[src/tile_stream_pkg.sv]
// shared localparams of the tile stream input stage.
// feature map, tile, RAM and FIFO sizes.

package tile_stream_pkg;

    // ########################################
    // data and feature map
    // ########################################

    // width of one feature map word.
    localparam int DW = 16;

    // the feature map is in_fm[N_MAP][R_MAP][C_MAP], stored row-major.
    localparam int N_MAP = 4;
    localparam int R_MAP = 8;
    localparam int C_MAP = 8;

    // one RAM word per map position.
    localparam int RAM_DEPTH = N_MAP * R_MAP * C_MAP;
    localparam int AW = 8;

    // read data shows up this many edges after the address.
    localparam int RAM_LAT = 2;

    // ########################################
    // tile geometry
    // ########################################

    // tile sizes in channels, rows and columns.
    localparam int TN = 2;
    localparam int TR = 4;
    localparam int TC = 4;
    localparam int TILE_WORDS = TN * TR * TC;

    // width of the base coordinates and of the tile counters.
    localparam int BW = 4;

    // ########################################
    // output FIFO
    // ########################################

    localparam int FIFO_DEPTH = 16;
    localparam int FIFO_AW = 4;

    // almost-full leaves room for the words still in the RAM pipeline.
    localparam int AFULL_LEVEL = FIFO_DEPTH - RAM_LAT - 1;

endpackage

[src/tile_req_if.sv]
// tile request interface between the top level and the tile reader.

`timescale 1ns/100ps

interface tile_req_if
    import tile_stream_pkg::*;
();
    // a one-cycle pulse that asks for a new tile.
    logic          start;
    // tile origin in channels, rows and columns.
    logic [BW-1:0] base_n;
    logic [BW-1:0] base_row;
    logic [BW-1:0] base_col;
    // high while a tile is in progress.
    logic          busy;
    // one-cycle pulse with the push of the last tile word.
    logic          done;

    // the requester drives the request and watches the status.
    modport master (output start, base_n, base_row, base_col, input busy, done);

    // the reader takes the request and reports its status.
    modport slave (input start, base_n, base_row, base_col, output busy, done);

endinterface

[src/nest3_counter.sv]
// three nested wrap-around counters for the tile walk.

`timescale 1ns/100ps

module nest3_counter
    import tile_stream_pkg::*;
(
    input  logic          clk,
    input  logic          rst,
    input  logic          ena,
    output logic [BW-1:0] cnt0,
    output logic [BW-1:0] cnt1,
    output logic [BW-1:0] cnt2,
    output logic          last
);
    logic max0;
    logic max1;
    logic max2;

    // each counter flags its own terminal value.
    assign max0 = (cnt0 == BW'(TC - 1));
    assign max1 = (cnt1 == BW'(TR - 1));
    assign max2 = (cnt2 == BW'(TN - 1));

    // the final position of the tile is reached when all three sit at their maximum.
    assign last = max0 & max1 & max2;

    // cnt0 is the column counter and steps on every enable.
    always_ff @(posedge clk or posedge rst) begin
        if (rst) begin
            cnt0 <= '0;
        end else if (ena) begin
            if (max0) begin
                cnt0 <= '0;
            end else begin
                cnt0 <= cnt0 + 1'b1;
            end
        end
    end

    // cnt1 is the row counter and steps when the column counter wraps.
    always_ff @(posedge clk or posedge rst) begin
        if (rst) begin
            cnt1 <= '0;
        end else if (ena && max0) begin
            if (max1) begin
                cnt1 <= '0;
            end else begin
                cnt1 <= cnt1 + 1'b1;
            end
        end
    end

    // cnt2 is the channel counter and steps when the row counter wraps.
    // after the last step all three are back at zero for the next tile.
    always_ff @(posedge clk or posedge rst) begin
        if (rst) begin
            cnt2 <= '0;
        end else if (ena && max0 && max1) begin
            if (max2) begin
                cnt2 <= '0;
            end else begin
                cnt2 <= cnt2 + 1'b1;
            end
        end
    end

endmodule

[src/fm_ram.sv]
// feature map RAM with one write port and a two-cycle read port.

`timescale 1ns/100ps

module fm_ram
    import tile_stream_pkg::*;
(
    input  logic          clk,
    input  logic          we,
    input  logic [AW-1:0] waddr,
    input  logic [DW-1:0] wdata,
    input  logic [AW-1:0] raddr,
    output logic [DW-1:0] rdata
);
    // the storage array, one word per feature map position.
    logic [DW-1:0] mem [RAM_DEPTH];

    // the read address register of the synchronous macro.
    logic [AW-1:0] raddr_q;

    // the output register that adds the second cycle of latency.
    logic [DW-1:0] rdata_q;

    // ########################################
    // write port
    // ########################################

    // the testbench loads the map through this port before any tile runs.
    always_ff @(posedge clk) begin
        if (we) begin
            mem[waddr] <= wdata;
        end
    end

    // ########################################
    // read port
    // ########################################

    // first edge captures the address, second edge captures the word.
    // so the data for an address seen in cycle t is on rdata in cycle t+2.
    always_ff @(posedge clk) begin
        raddr_q <= raddr;
        rdata_q <= mem[raddr_q];
    end

    assign rdata = rdata_q;

endmodule

[src/tile_reader.sv]
// tile reader that walks a tile of the feature map.
// address generation, bounds check, latency alignment and FIFO push.

`timescale 1ns/100ps

module tile_reader
    import tile_stream_pkg::*;
(
    input  logic          clk,
    input  logic          rst,
    tile_req_if.slave     req,
    output logic [AW-1:0] ram_raddr,
    input  logic [DW-1:0] ram_rdata,
    input  logic          almost_full,
    output logic          fifo_push,
    output logic [DW-1:0] fifo_wdata
);
    // busy covers the whole tile, issue_on only the address phase.
    logic               busy_q;
    logic               issue_on;
    logic               start_ok;
    logic               issue;
    logic               done_w;

    // tile origin, held for the whole tile.
    logic [BW-1:0]      base_n_q;
    logic [BW-1:0]      base_row_q;
    logic [BW-1:0]      base_col_q;

    // position inside the tile from the nested counter.
    logic [BW-1:0]      cnt_col;
    logic [BW-1:0]      cnt_row;
    logic [BW-1:0]      cnt_ch;
    logic               cnt_last;

    // absolute map position, one bit wider so that a sum past the edge does not wrap.
    logic [BW:0]        pos_n;
    logic [BW:0]        pos_row;
    logic [BW:0]        pos_col;
    logic               in_bounds;
    logic [AW-1:0]      map_addr;

    // flags that travel alongside the RAM read latency.
    logic [RAM_LAT-1:0] vld_sr;
    logic [RAM_LAT-1:0] inb_sr;
    logic [RAM_LAT-1:0] last_sr;

    // ########################################
    // request control
    // ########################################

    // a start is only taken while idle.
    assign start_ok = req.start & ~busy_q;

    // one address per cycle unless the FIFO is close to full.
    assign issue = issue_on & ~almost_full;

    always_ff @(posedge clk or posedge rst) begin
        if (rst) begin
            busy_q   <= 1'b0;
            issue_on <= 1'b0;
        end else if (start_ok) begin
            busy_q   <= 1'b1;
            issue_on <= 1'b1;
        end else begin
            // the address phase ends with the last position of the tile.
            if (issue && cnt_last) begin
                issue_on <= 1'b0;
            end
            // busy drops once the last word has been pushed.
            if (done_w) begin
                busy_q <= 1'b0;
            end
        end
    end

    // the bases are captured with the accepted start.
    always_ff @(posedge clk) begin
        if (start_ok) begin
            base_n_q   <= req.base_n;
            base_row_q <= req.base_row;
            base_col_q <= req.base_col;
        end
    end

    // ########################################
    // address generation
    // ########################################

    nest3_counter i_nest3_counter (
        .clk  (clk),
        .rst  (rst),
        .ena  (issue),
        .cnt0 (cnt_col),
        .cnt1 (cnt_row),
        .cnt2 (cnt_ch),
        .last (cnt_last)
    );

    assign pos_n   = {1'b0, base_n_q} + {1'b0, cnt_ch};
    assign pos_row = {1'b0, base_row_q} + {1'b0, cnt_row};
    assign pos_col = {1'b0, base_col_q} + {1'b0, cnt_col};

    // positions past any edge of the map are padding.
    assign in_bounds = (pos_n < (BW+1)'(N_MAP)) &&
                       (pos_row < (BW+1)'(R_MAP)) &&
                       (pos_col < (BW+1)'(C_MAP));

    // row-major address, channel * R * C + row * C + column.
    assign map_addr = AW'(pos_n) * AW'(R_MAP * C_MAP) +
                      AW'(pos_row) * AW'(C_MAP) +
                      AW'(pos_col);

    // padding reads a harmless address and is replaced by zero later.
    assign ram_raddr = in_bounds ? map_addr : '0;

    // ########################################
    // latency alignment and push
    // ########################################

    // each stage moves one step per cycle, stalls only hold back new issues.
    always_ff @(posedge clk or posedge rst) begin
        if (rst) begin
            vld_sr  <= '0;
            inb_sr  <= '0;
            last_sr <= '0;
        end else begin
            vld_sr  <= {vld_sr[RAM_LAT-2:0], issue};
            inb_sr  <= {inb_sr[RAM_LAT-2:0], in_bounds};
            last_sr <= {last_sr[RAM_LAT-2:0], cnt_last};
        end
    end

    // the word of an address issued two cycles ago is on ram_rdata now.
    assign fifo_push  = vld_sr[RAM_LAT-1];
    assign fifo_wdata = inb_sr[RAM_LAT-1] ? ram_rdata : '0;

    // done comes with the push of the last word.
    assign done_w = vld_sr[RAM_LAT-1] & last_sr[RAM_LAT-1];

    assign req.busy = busy_q;
    assign req.done = done_w;

endmodule

[src/out_fm_fifo.sv]
// synchronous first-word-fall-through FIFO for the tile words.
// almost-full for the reader, count-based empty for the consumer.

`timescale 1ns/100ps

module out_fm_fifo
    import tile_stream_pkg::*;
(
    input  logic          clk,
    input  logic          rst,
    input  logic          push,
    input  logic [DW-1:0] wdata,
    output logic          almost_full,
    input  logic          pop,
    output logic [DW-1:0] rdata,
    output logic          empty
);
    // storage of the circular buffer.
    logic [DW-1:0]      mem [FIFO_DEPTH];

    // the depth is a power of two, so the pointers wrap by themselves.
    logic [FIFO_AW-1:0] wr_ptr;
    logic [FIFO_AW-1:0] rd_ptr;

    // fill level from 0 to FIFO_DEPTH, hence one extra bit.
    logic [FIFO_AW:0]   count;

    logic               full;
    logic               push_ok;
    logic               pop_ok;

    // ########################################
    // status flags
    // ########################################

    assign full        = (count == (FIFO_AW+1)'(FIFO_DEPTH));
    assign empty       = (count == '0);
    assign almost_full = (count >= (FIFO_AW+1)'(AFULL_LEVEL));

    // a push into a full FIFO and a pop from an empty one have no effect.
    assign push_ok = push & ~full;
    assign pop_ok  = pop & ~empty;

    // ########################################
    // storage and pointers
    // ########################################

    always_ff @(posedge clk) begin
        if (push_ok) begin
            mem[wr_ptr] <= wdata;
        end
    end

    // the head word is visible whenever the FIFO is not empty.
    assign rdata = mem[rd_ptr];

    always_ff @(posedge clk or posedge rst) begin
        if (rst) begin
            wr_ptr <= '0;
            rd_ptr <= '0;
            count  <= '0;
        end else begin
            if (push_ok) begin
                wr_ptr <= wr_ptr + 1'b1;
            end
            if (pop_ok) begin
                rd_ptr <= rd_ptr + 1'b1;
            end
            // a push and a pop in the same cycle leave the level alone.
            case ({push_ok, pop_ok})
                2'b10:   count <= count + 1'b1;
                2'b01:   count <= count - 1'b1;
                default: count <= count;
            endcase
        end
    end

endmodule

[src/tile_stream_top.sv]
// top level of the tile stream input stage.
// feature map RAM, tile reader and output FIFO.

`timescale 1ns/100ps

module tile_stream_top
    import tile_stream_pkg::*;
(
    input  logic          clk,
    input  logic          rst,
    // tile request and status.
    input  logic          start,
    input  logic [BW-1:0] base_n,
    input  logic [BW-1:0] base_row,
    input  logic [BW-1:0] base_col,
    output logic          busy,
    output logic          done,
    // load port of the feature map.
    input  logic          ram_we,
    input  logic [AW-1:0] ram_waddr,
    input  logic [DW-1:0] ram_wdata,
    // consumer side of the FIFO.
    input  logic          pop,
    output logic [DW-1:0] pop_data,
    output logic          empty
);
    // read path between reader and RAM.
    logic [AW-1:0] ram_raddr;
    logic [DW-1:0] ram_rdata;

    // push path between reader and FIFO.
    logic          fifo_push;
    logic [DW-1:0] fifo_wdata;
    logic          almost_full;

    // the external request pins are carried to the reader on one interface.
    tile_req_if req_if ();

    assign req_if.start    = start;
    assign req_if.base_n   = base_n;
    assign req_if.base_row = base_row;
    assign req_if.base_col = base_col;
    assign busy            = req_if.busy;
    assign done            = req_if.done;

    fm_ram i_fm_ram (
        .clk   (clk),
        .we    (ram_we),
        .waddr (ram_waddr),
        .wdata (ram_wdata),
        .raddr (ram_raddr),
        .rdata (ram_rdata)
    );

    tile_reader i_tile_reader (
        .clk         (clk),
        .rst         (rst),
        .req         (req_if.slave),
        .ram_raddr   (ram_raddr),
        .ram_rdata   (ram_rdata),
        .almost_full (almost_full),
        .fifo_push   (fifo_push),
        .fifo_wdata  (fifo_wdata)
    );

    out_fm_fifo i_out_fm_fifo (
        .clk         (clk),
        .rst         (rst),
        .push        (fifo_push),
        .wdata       (fifo_wdata),
        .almost_full (almost_full),
        .pop         (pop),
        .rdata       (pop_data),
        .empty       (empty)
    );

endmodule

[config.mk]
export PLATFORM = sky130hd
export DESIGN_NAME = tile_stream_top
export DESIGN_NICKNAME = d
export VERILOG_FILES = /design/src/tile_stream_pkg.sv /design/src/tile_req_if.sv /design/src/nest3_counter.sv /design/src/fm_ram.sv /design/src/tile_reader.sv /design/src/out_fm_fifo.sv /design/src/tile_stream_top.sv
export SDC_FILE = /design/constraint.sdc
export NUM_CORES = 2
export LEC_CHECK = 0
export ABC_AREA = 1
export BUFFER_PORTS_ARGS = -buffer_cell sky130_fd_sc_hd__buf_4
export CORE_AREA = 2 2 449 674
export DETAILED_ROUTE_END_ITERATION = 6
export DIE_AREA = 0 0 451 676
export PLACE_DENSITY = 0.86
export SYNTH_ARGS = -nofsm -noshare
export SYNTH_HDL_FRONTEND = slang
export SYNTH_MEMORY_MAX_BITS = 65536
export SYNTH_SLANG_ARGS = --single-unit
[constraint.sdc]
create_clock -name clk -period 2.4 [get_ports clk]
set_input_delay 0.48 -clock clk [delete_from_list [all_inputs] [get_ports clk]]
set_output_delay 0.48 -clock clk [all_outputs]
set_load 0.01 [all_outputs]
==> impl_table.tex, run 1 <==
\begin{tabular}{lr}
\hline
Metric & Value \\
\hline
\multicolumn{2}{l}{\textbf{Clock network}} \\
\quad TritonCTS Buffers & 372 \\
\quad Level count of the clock H-tree & 5 \\
\quad Buffer type at the clock tree root & sky130\_fd\_sc\_hd\_\_clkbuf\_16 \\
\quad Max clock buf depth & 4 \\
\quad Sinks on the clock net & 4421 \\
\multicolumn{2}{l}{\textbf{Floorplanning}} \\
\quad DIE HEIGHT & 676 um \\
\quad Ports & 60 \\
\quad Row count & roughly 250 \\
\quad Chip width & 451 um \\
\quad Initial core utilization & 59.74\% \\
\multicolumn{2}{l}{\textbf{Synthesis}} \\
\quad Syn nets & 14670 \\
\quad Top cells by area in the synthesized netlist & sky130\_fd\_sc\_hd\_\_edfxtp\_1 (73\%), sky130\_fd\_sc\_hd\_\_nand3\_1 (11\%), sky130\_fd\_sc\_hd\_\_nand2\_1 (9.0\%) \\
\quad Fraction of post-synthesis cell area in the top cell type by area & 73.40\% \\
\quad Largest area contributor in the netlist & sky130\_fd\_sc\_hd\_\_edfxtp\_1 \\
\quad Post-synthesis sequential area ratio & approximately 74\% \\
\quad Synth cell types & 36 \\
\quad Synthesized instance count & 14590 \\
\quad Post-synthesis instance area & approximately 180000 um\^{}2 \\
\quad Synth Warn \# & 0 \\
\quad Post-synthesis area per instance & 12.23 um\^{}2 \\
\quad Number of flip-flops and latches in the synthesized netlist & 4421 \\
\multicolumn{2}{l}{\textbf{Global routing}} \\
\quad Total global routing overflow & 131 \\
\quad Maximum number of pins on one net before global-route repair & 88 \\
\quad Initial antenna violation count & 77 \\
\quad Global routing usage summed across all routing layers & 67.22\% \\
\multicolumn{2}{l}{\textbf{Place}} \\
\quad Port-buffer cells & slightly below 60 \\
\quad Routability-driven placement congestion ratio & 1.004 \\
\quad Pre-CTS WS & -450.7 ps \\
\quad HPWL after detailed placement & 320200 um \\
\multicolumn{2}{l}{\textbf{Outcome}} \\
\quad Stop Error & [ERROR GRT-0232] Routing congestion too high. Check the congestion heatmap in the GUI. \\
\quad Status & stopped before the end \\
\quad Stage reached & global routing \\
\multicolumn{2}{l}{\textbf{STA}} \\
\quad Worst-path endpoint after global-route repair\_timing & pop\_data[2] \\
\quad Category of the worst endpoint & top-level output \\
\hline
\end{tabular}
==> synth_stat cells (all sizes together) <==
library cell	count
o22ai	1
nor3b	2
xnor2	4
buf	802
nor4	4
o21ai	91
a31oi	2
a21oi	72
o21bai	1
and3	1
nand3	4062
xor2	13
mux2i	64
ha	26
dfxtp	24
dfrtp	33
o21a	2
edfxtp	4364
nand2	4288
clkinv	1
nand4	3
inv	159
fa	5
clkbuf	182
nor2	321
o211ai	64
nor3	3
==> logic make-up after synthesis <==
kind of cell	after synthesis	synth area share (%)
AOI/OAI and AO/OA	233	0.7492
xor gates and xnor gates	17	0.08340
adders and majority gates	31	0.2383
buffers and inverters	1144	3.306
DFF	4421	74.13
muxes	64	0.3588
and+or+nand+nor	8684	21.13
==> repair_timing <==
item,4_1_cts
endpoints found under the setup margin,35
pin swaps,161
gates resized for setup,926
buffers inserted,103
hold buffers,25
gates cloned,74
endpoints found under the hold margin,229
==> stage by stage <==
stage	hold WS (ps)	std cells	setup TNS [ps]	area (um^2)
after floorplan	331.2	14590	-120940	178500
after global placement	332.9	18670	-4283	191800
after detailed placement	337.1	18670	-5471	191800
after CTS	2.681	19540	-11460	212100
==> routing by layer <==
| layer | GRT overflow | track usage [%] |
|---|---|---|
| met1 | 1 | 60.77 |
| met2 | 53 | 81.06 |
| met3 | 10 | 61.35 |
| met4 | 67 | 65.03 |
| met5 | 0 | 52.45 |
==> inputs of run 2 (changes only) <==
Settings changed: CORE_AREA 2 2 449 674 to 2 2 672 674, DIE_AREA 0 0 451 676 to 0 0 674 676, PLACE_DENSITY 0.86 to default, PLACE_DENSITY_LB_ADDON from default to 0.15.
==> impl_table.tex, run 2 <==
\begin{tabular}{lr}
\hline
Metric & Value \\
\hline
\multicolumn{2}{l}{\textbf{Place}} \\
\quad Pre-CTS WS & -1217 ps (was -450.7 ps) \\
\quad Routability-driven placement congestion ratio & 0.8557 (was 1.004) \\
\quad Port-buffer cells & 59 (unchanged) \\
\quad HPWL after detailed placement & 350400 um (was 320200 um) \\
\quad Area after DPL & 196700 um\^{}2 (was 191800 um\^{}2) \\
\multicolumn{2}{l}{\textbf{Clock network}} \\
\quad Clock input transition at the sequential cells of the worst setup and hold paths & 60 ps \\
\quad Max clock buf depth & 4 (unchanged) \\
\quad Level count of the clock H-tree & 5 (unchanged) \\
\quad Sinks on the clock net & 4421 (unchanged) \\
\quad TritonCTS Buffers & 463 (was 372) \\
\quad Buffer type at the clock tree root & sky130\_fd\_sc\_hd\_\_clkbuf\_16 (unchanged) \\
\quad Insertion delay to the later sink of the worst-skew pair & 1030 ps \\
\quad Clock tree from TritonCTS & done \\
\multicolumn{2}{l}{\textbf{Drt}} \\
\quad Via-per-instance ratio & about 5.5 \\
\quad Number of design-rule violations left by the first detailed-router iteration & 13140 \\
\quad Antenna-violating nets left & 0 \\
\quad Total routed wire length on the met1 layer & 257000 um \\
\quad DRC viols & 0 \\
\quad Number of detailed-route iterations in the first pass & 6 \\
\quad Uppermost metal layer occupied by signal nets & met5 \\
\quad Total met3 wirelength after detailed routing & 41040 um \\
\quad Detailed-route wire length & 597100 um \\
\quad Average routed wire per standard cell & 27.08 um \\
\quad Met2 WL & 278400 um \\
\quad Via count & about 120k \\
\multicolumn{2}{l}{\textbf{Global routing}} \\
\quad Vias in the first global route & approximately 110k \\
\quad Total global routing overflow & 0 \\
\quad Maximum number of pins on one net before global-route repair & 85 \\
\quad First-pass GRT wire length & 838500 um \\
\quad Initial antenna violation count & 30 \\
\quad Global routing usage summed across all routing layers & 25.29\% \\
\multicolumn{2}{l}{\textbf{Floorplanning}} \\
\quad Initial core utilization & 39.86\% (was 59.74\%) \\
\quad Ports & 60 (unchanged) \\
\quad Chip width & 674 um (was 451 um) \\
\quad DIE HEIGHT & 676 um (unchanged) \\
\quad Row count & 246 (unchanged) \\
\quad Core ar. & 447800 um\^{}2 \\
\quad Total die area & 455600 um\^{}2 \\
\multicolumn{2}{l}{\textbf{Pwr}} \\
\quad IR drop worst, VDD & 0.6649 mV \\
\quad Static leakage & $\sim$80 nW \\
\quad Power density over cell area & 855.1 nW/um\^{}2 \\
\multicolumn{2}{l}{\textbf{Synthesis}} \\
\quad Syn nets & 14670 (unchanged) \\
\quad Number of flip-flops and latches in the synthesized netlist & 4421 (unchanged) \\
\quad Post-synthesis sequential area ratio & 74.13\% (unchanged) \\
\quad Synth Warn \# & 0 (unchanged) \\
\quad Main flop type after synthesis & sky130\_fd\_sc\_hd\_\_edfxtp\_1 (unchanged) \\
\quad Async set-reset flop share out of synthesis & 0.7464\% (unchanged) \\
\quad Synthesized instance count & 14590 (unchanged) \\
\quad Largest area contributor in the netlist & sky130\_fd\_sc\_hd\_\_edfxtp\_1 (unchanged) \\
\quad Post-synthesis instance area & 178500 um\^{}2 (unchanged) \\
\quad Count leader, synth & sky130\_fd\_sc\_hd\_\_edfxtp\_1 (unchanged) \\
\quad Number of enable flip-flop cells after synthesis & 4364 (unchanged) \\
\quad Most frequent cells after synthesis & sky130\_fd\_sc\_hd\_\_edfxtp\_1 (4364), sky130\_fd\_sc\_hd\_\_nand2\_1 (4288), sky130\_fd\_sc\_hd\_\_nand3\_1 (4062) (unchanged) \\
\quad Synth cell types & 36 (unchanged) \\
\quad Fraction of post-synthesis cell area in the top cell type by area & 73.40\% (unchanged) \\
\quad Post-synthesis area per instance & 12.23 um\^{}2 (unchanged) \\
\quad Top cells by area in the synthesized netlist & sky130\_fd\_sc\_hd\_\_edfxtp\_1 (73\%), sky130\_fd\_sc\_hd\_\_nand3\_1 (11\%), sky130\_fd\_sc\_hd\_\_nand2\_1 (9.0\%) (unchanged) \\
\multicolumn{2}{l}{\textbf{Cells and area}} \\
\quad Ratio of cells with drive above 1 in the final layout & 19.97\% \\
\quad Largest register by flop count & i\_fm\_ram.mem \\
\quad Final core utilization & between 40\% and 50\% \\
\quad Leading cell type in the layout, fill and taps excluded & sky130\_fd\_sc\_hd\_\_edfxtp\_1 \\
\quad Number of nets in the final layout & about 16000 \\
\quad Max reg flops & 4096 \\
\quad Most frequent cells in the layout & sky130\_fd\_sc\_hd\_\_edfxtp\_1 (4364), sky130\_fd\_sc\_hd\_\_nand2\_1 (4158), sky130\_fd\_sc\_hd\_\_nand3\_1 (3310), sky130\_fd\_sc\_hd\_\_buf\_4 (778), sky130\_fd\_sc\_hd\_\_nand3\_2 (585) \\
\quad Final non-filler cell area & 223400 um\^{}2 \\
\quad Area added between synthesis and finish & 25.15\% \\
\multicolumn{2}{l}{\textbf{STA}} \\
\quad Peak clock frequency supported by timing & 317.6 MHz \\
\quad Final slew viol count & 17 \\
\quad Final count of hold timing violations & 0 \\
\quad Worst slew margin relative to its limit & -5.387\% \\
\quad Final Worst Setup Slack & -748.6 ps \\
\quad Final critical-path required period & between 3000 and 4000 ps \\
\quad Final period util & 131.2\% \\
\quad Final setup violating endpoints & 33 \\
\quad Worst clock skew & 53.97 ps \\
\quad Worst-margin pin slew & 1579 ps \\
\quad Unrepaired setup endpoints after global routing & true \\
\multicolumn{2}{l}{\textbf{Critical path}} \\
\quad Delay contributed by the slowest stage of the critical path & 500 ps \\
\quad Data required time at the worst endpoint & 1920 ps \\
\quad Nature of the critical path startpoint & register \\
\quad Crit path capture type & output port \\
\quad Crit Path Category & reg -> out \\
\quad Worst-path maximum fanout & 7 \\
\quad Ordered cell list for the critical path & buf\_12, buf\_4, mux2i\_1, o21ai\_1, o211ai\_1, nand2\_2, buf\_6 \\
\quad Arrival time worst endpoint & 2670 ps \\
\quad Critical Path Slowest Stage Cell & sky130\_fd\_sc\_hd\_\_dfrtp\_4 \\
\multicolumn{2}{l}{\textbf{Outcome}} \\
\quad Status & finished with violations (was stopped before the end) \\
\quad Failing checks & max-capacitance violations, max-slew violations, negative setup slack \\
\multicolumn{2}{l}{\textbf{Flow run}} \\
\quad Max-capacitance violation count & 1 \\
\multicolumn{2}{l}{\textbf{Min path}} \\
\quad Class of the most critical hold timing path & in -> async \\
\hline
\end{tabular}
run 2: area by class of cell:
cell class,count,area [um^2]
Multi-Input combinational cell,9029,46150
Sequential cell,4421,132400
Timing Repair inverter,1,30.03
Inverter,160,678.2
Antenna cell,16,40.04
Clock inverter,278,2489
Fill cell,38540,224400
Tap cell,5952,7447
Timing Repair Buffer,1617,22020
Clock buffer,576,12190
run 2: layer usage:
metal / GRT usage [%] / vias up
li1: - / 54560
met1: 36.24 / 60850
met2: 40.42 / 4637
met3: 3.218 / 887
met4: 7.580 / 2
met5: 0 / -
run 2: worst paths after layout:
kind | end | slack [ps] | depth (start not counted) | startpoint
worst max-delay path | pop_data[14] | -750 | 7 | i_out_fm_fifo.rd_ptr[0]$_DFFE_PP0P_
worst min-delay path | i_out_fm_fifo.rd_ptr[3]$_DFFE_PP0P_ | 150 | 3 | rst
worst max register to register | i_fm_ram.rdata[11]$_DFF_P_ | -440 | 19 | i_fm_ram.raddr_q[0]$_SDFF_PN0_
worst min register to register | i_tile_reader.last_sr[1]$_DFF_PP0_ | 350 | 0 | i_tile_reader.last_sr[0]$_DFF_PP0_
max in group asynchronous | i_tile_reader.i_nest3_counter.cnt1[3]$_DFFE_PP0P_ | 1630 | 4 | rst
min in group clk | i_tile_reader.base_n_q[0]$_DFFE_PP_ | 180 | 2 | base_n[0]
run 2: critical path: cells and delay by family (launching register included):
kind                   cells  cell delay [ps]
AOI/OAI and AO/OA          2              340
buffers and inverters      3              490
DFF                        1              500
muxes                      1              160
and+or+nand+nor            1              150
run 2: power by group:
part | leakage, nW | internal (mW) | switching (mW)
sequential | 39.9 | 85.9 | 0.855
combinational | 32.3 | 12.3 | 21.5
clock | 7.17 | 40.0 | 30.5
run 2: metrics by stage:
stage / TNS, ps / hold slack, ps / cells / total power, mW
after floorplan: -120940 / 331.2 / 14590 / 101.4
after global placement: -29210 / 332.6 / 20870 / 115.8
after detailed placement: -32060 / 335.8 / 20870 / 115.8
after CTS: -18240 / 101.5 / 21940 / 189.6
after global routing: -19170 / 149.7 / 22040 / 196.8
final: -16630 / 148.1 / 22050 / 191.1
run 2: cells by family after synthesis:
group                    after synthesis  synth area share [%]
AND/OR/NAND/NOR                     8684                 21.13
flip-flops                          4421                 74.13
buffers and inverters               1144                 3.306
AO/OA/AOI/OAI                        233                0.7492
multiplexers                          64                0.3588
adder cells (fa/ha/maj)               31                0.2383
XOR/XNOR                              17               0.08340
run 2: timing repair:
action,in CTS,in global routing
cloned,60,35
gates resized for setup,898,698
setup endpoints to repair,38,44
hold buffers,31,0
pin swaps,204,273
hold endpoints to repair,470,0
setup buffers,146,87
(Power assumes the default switching activity.)
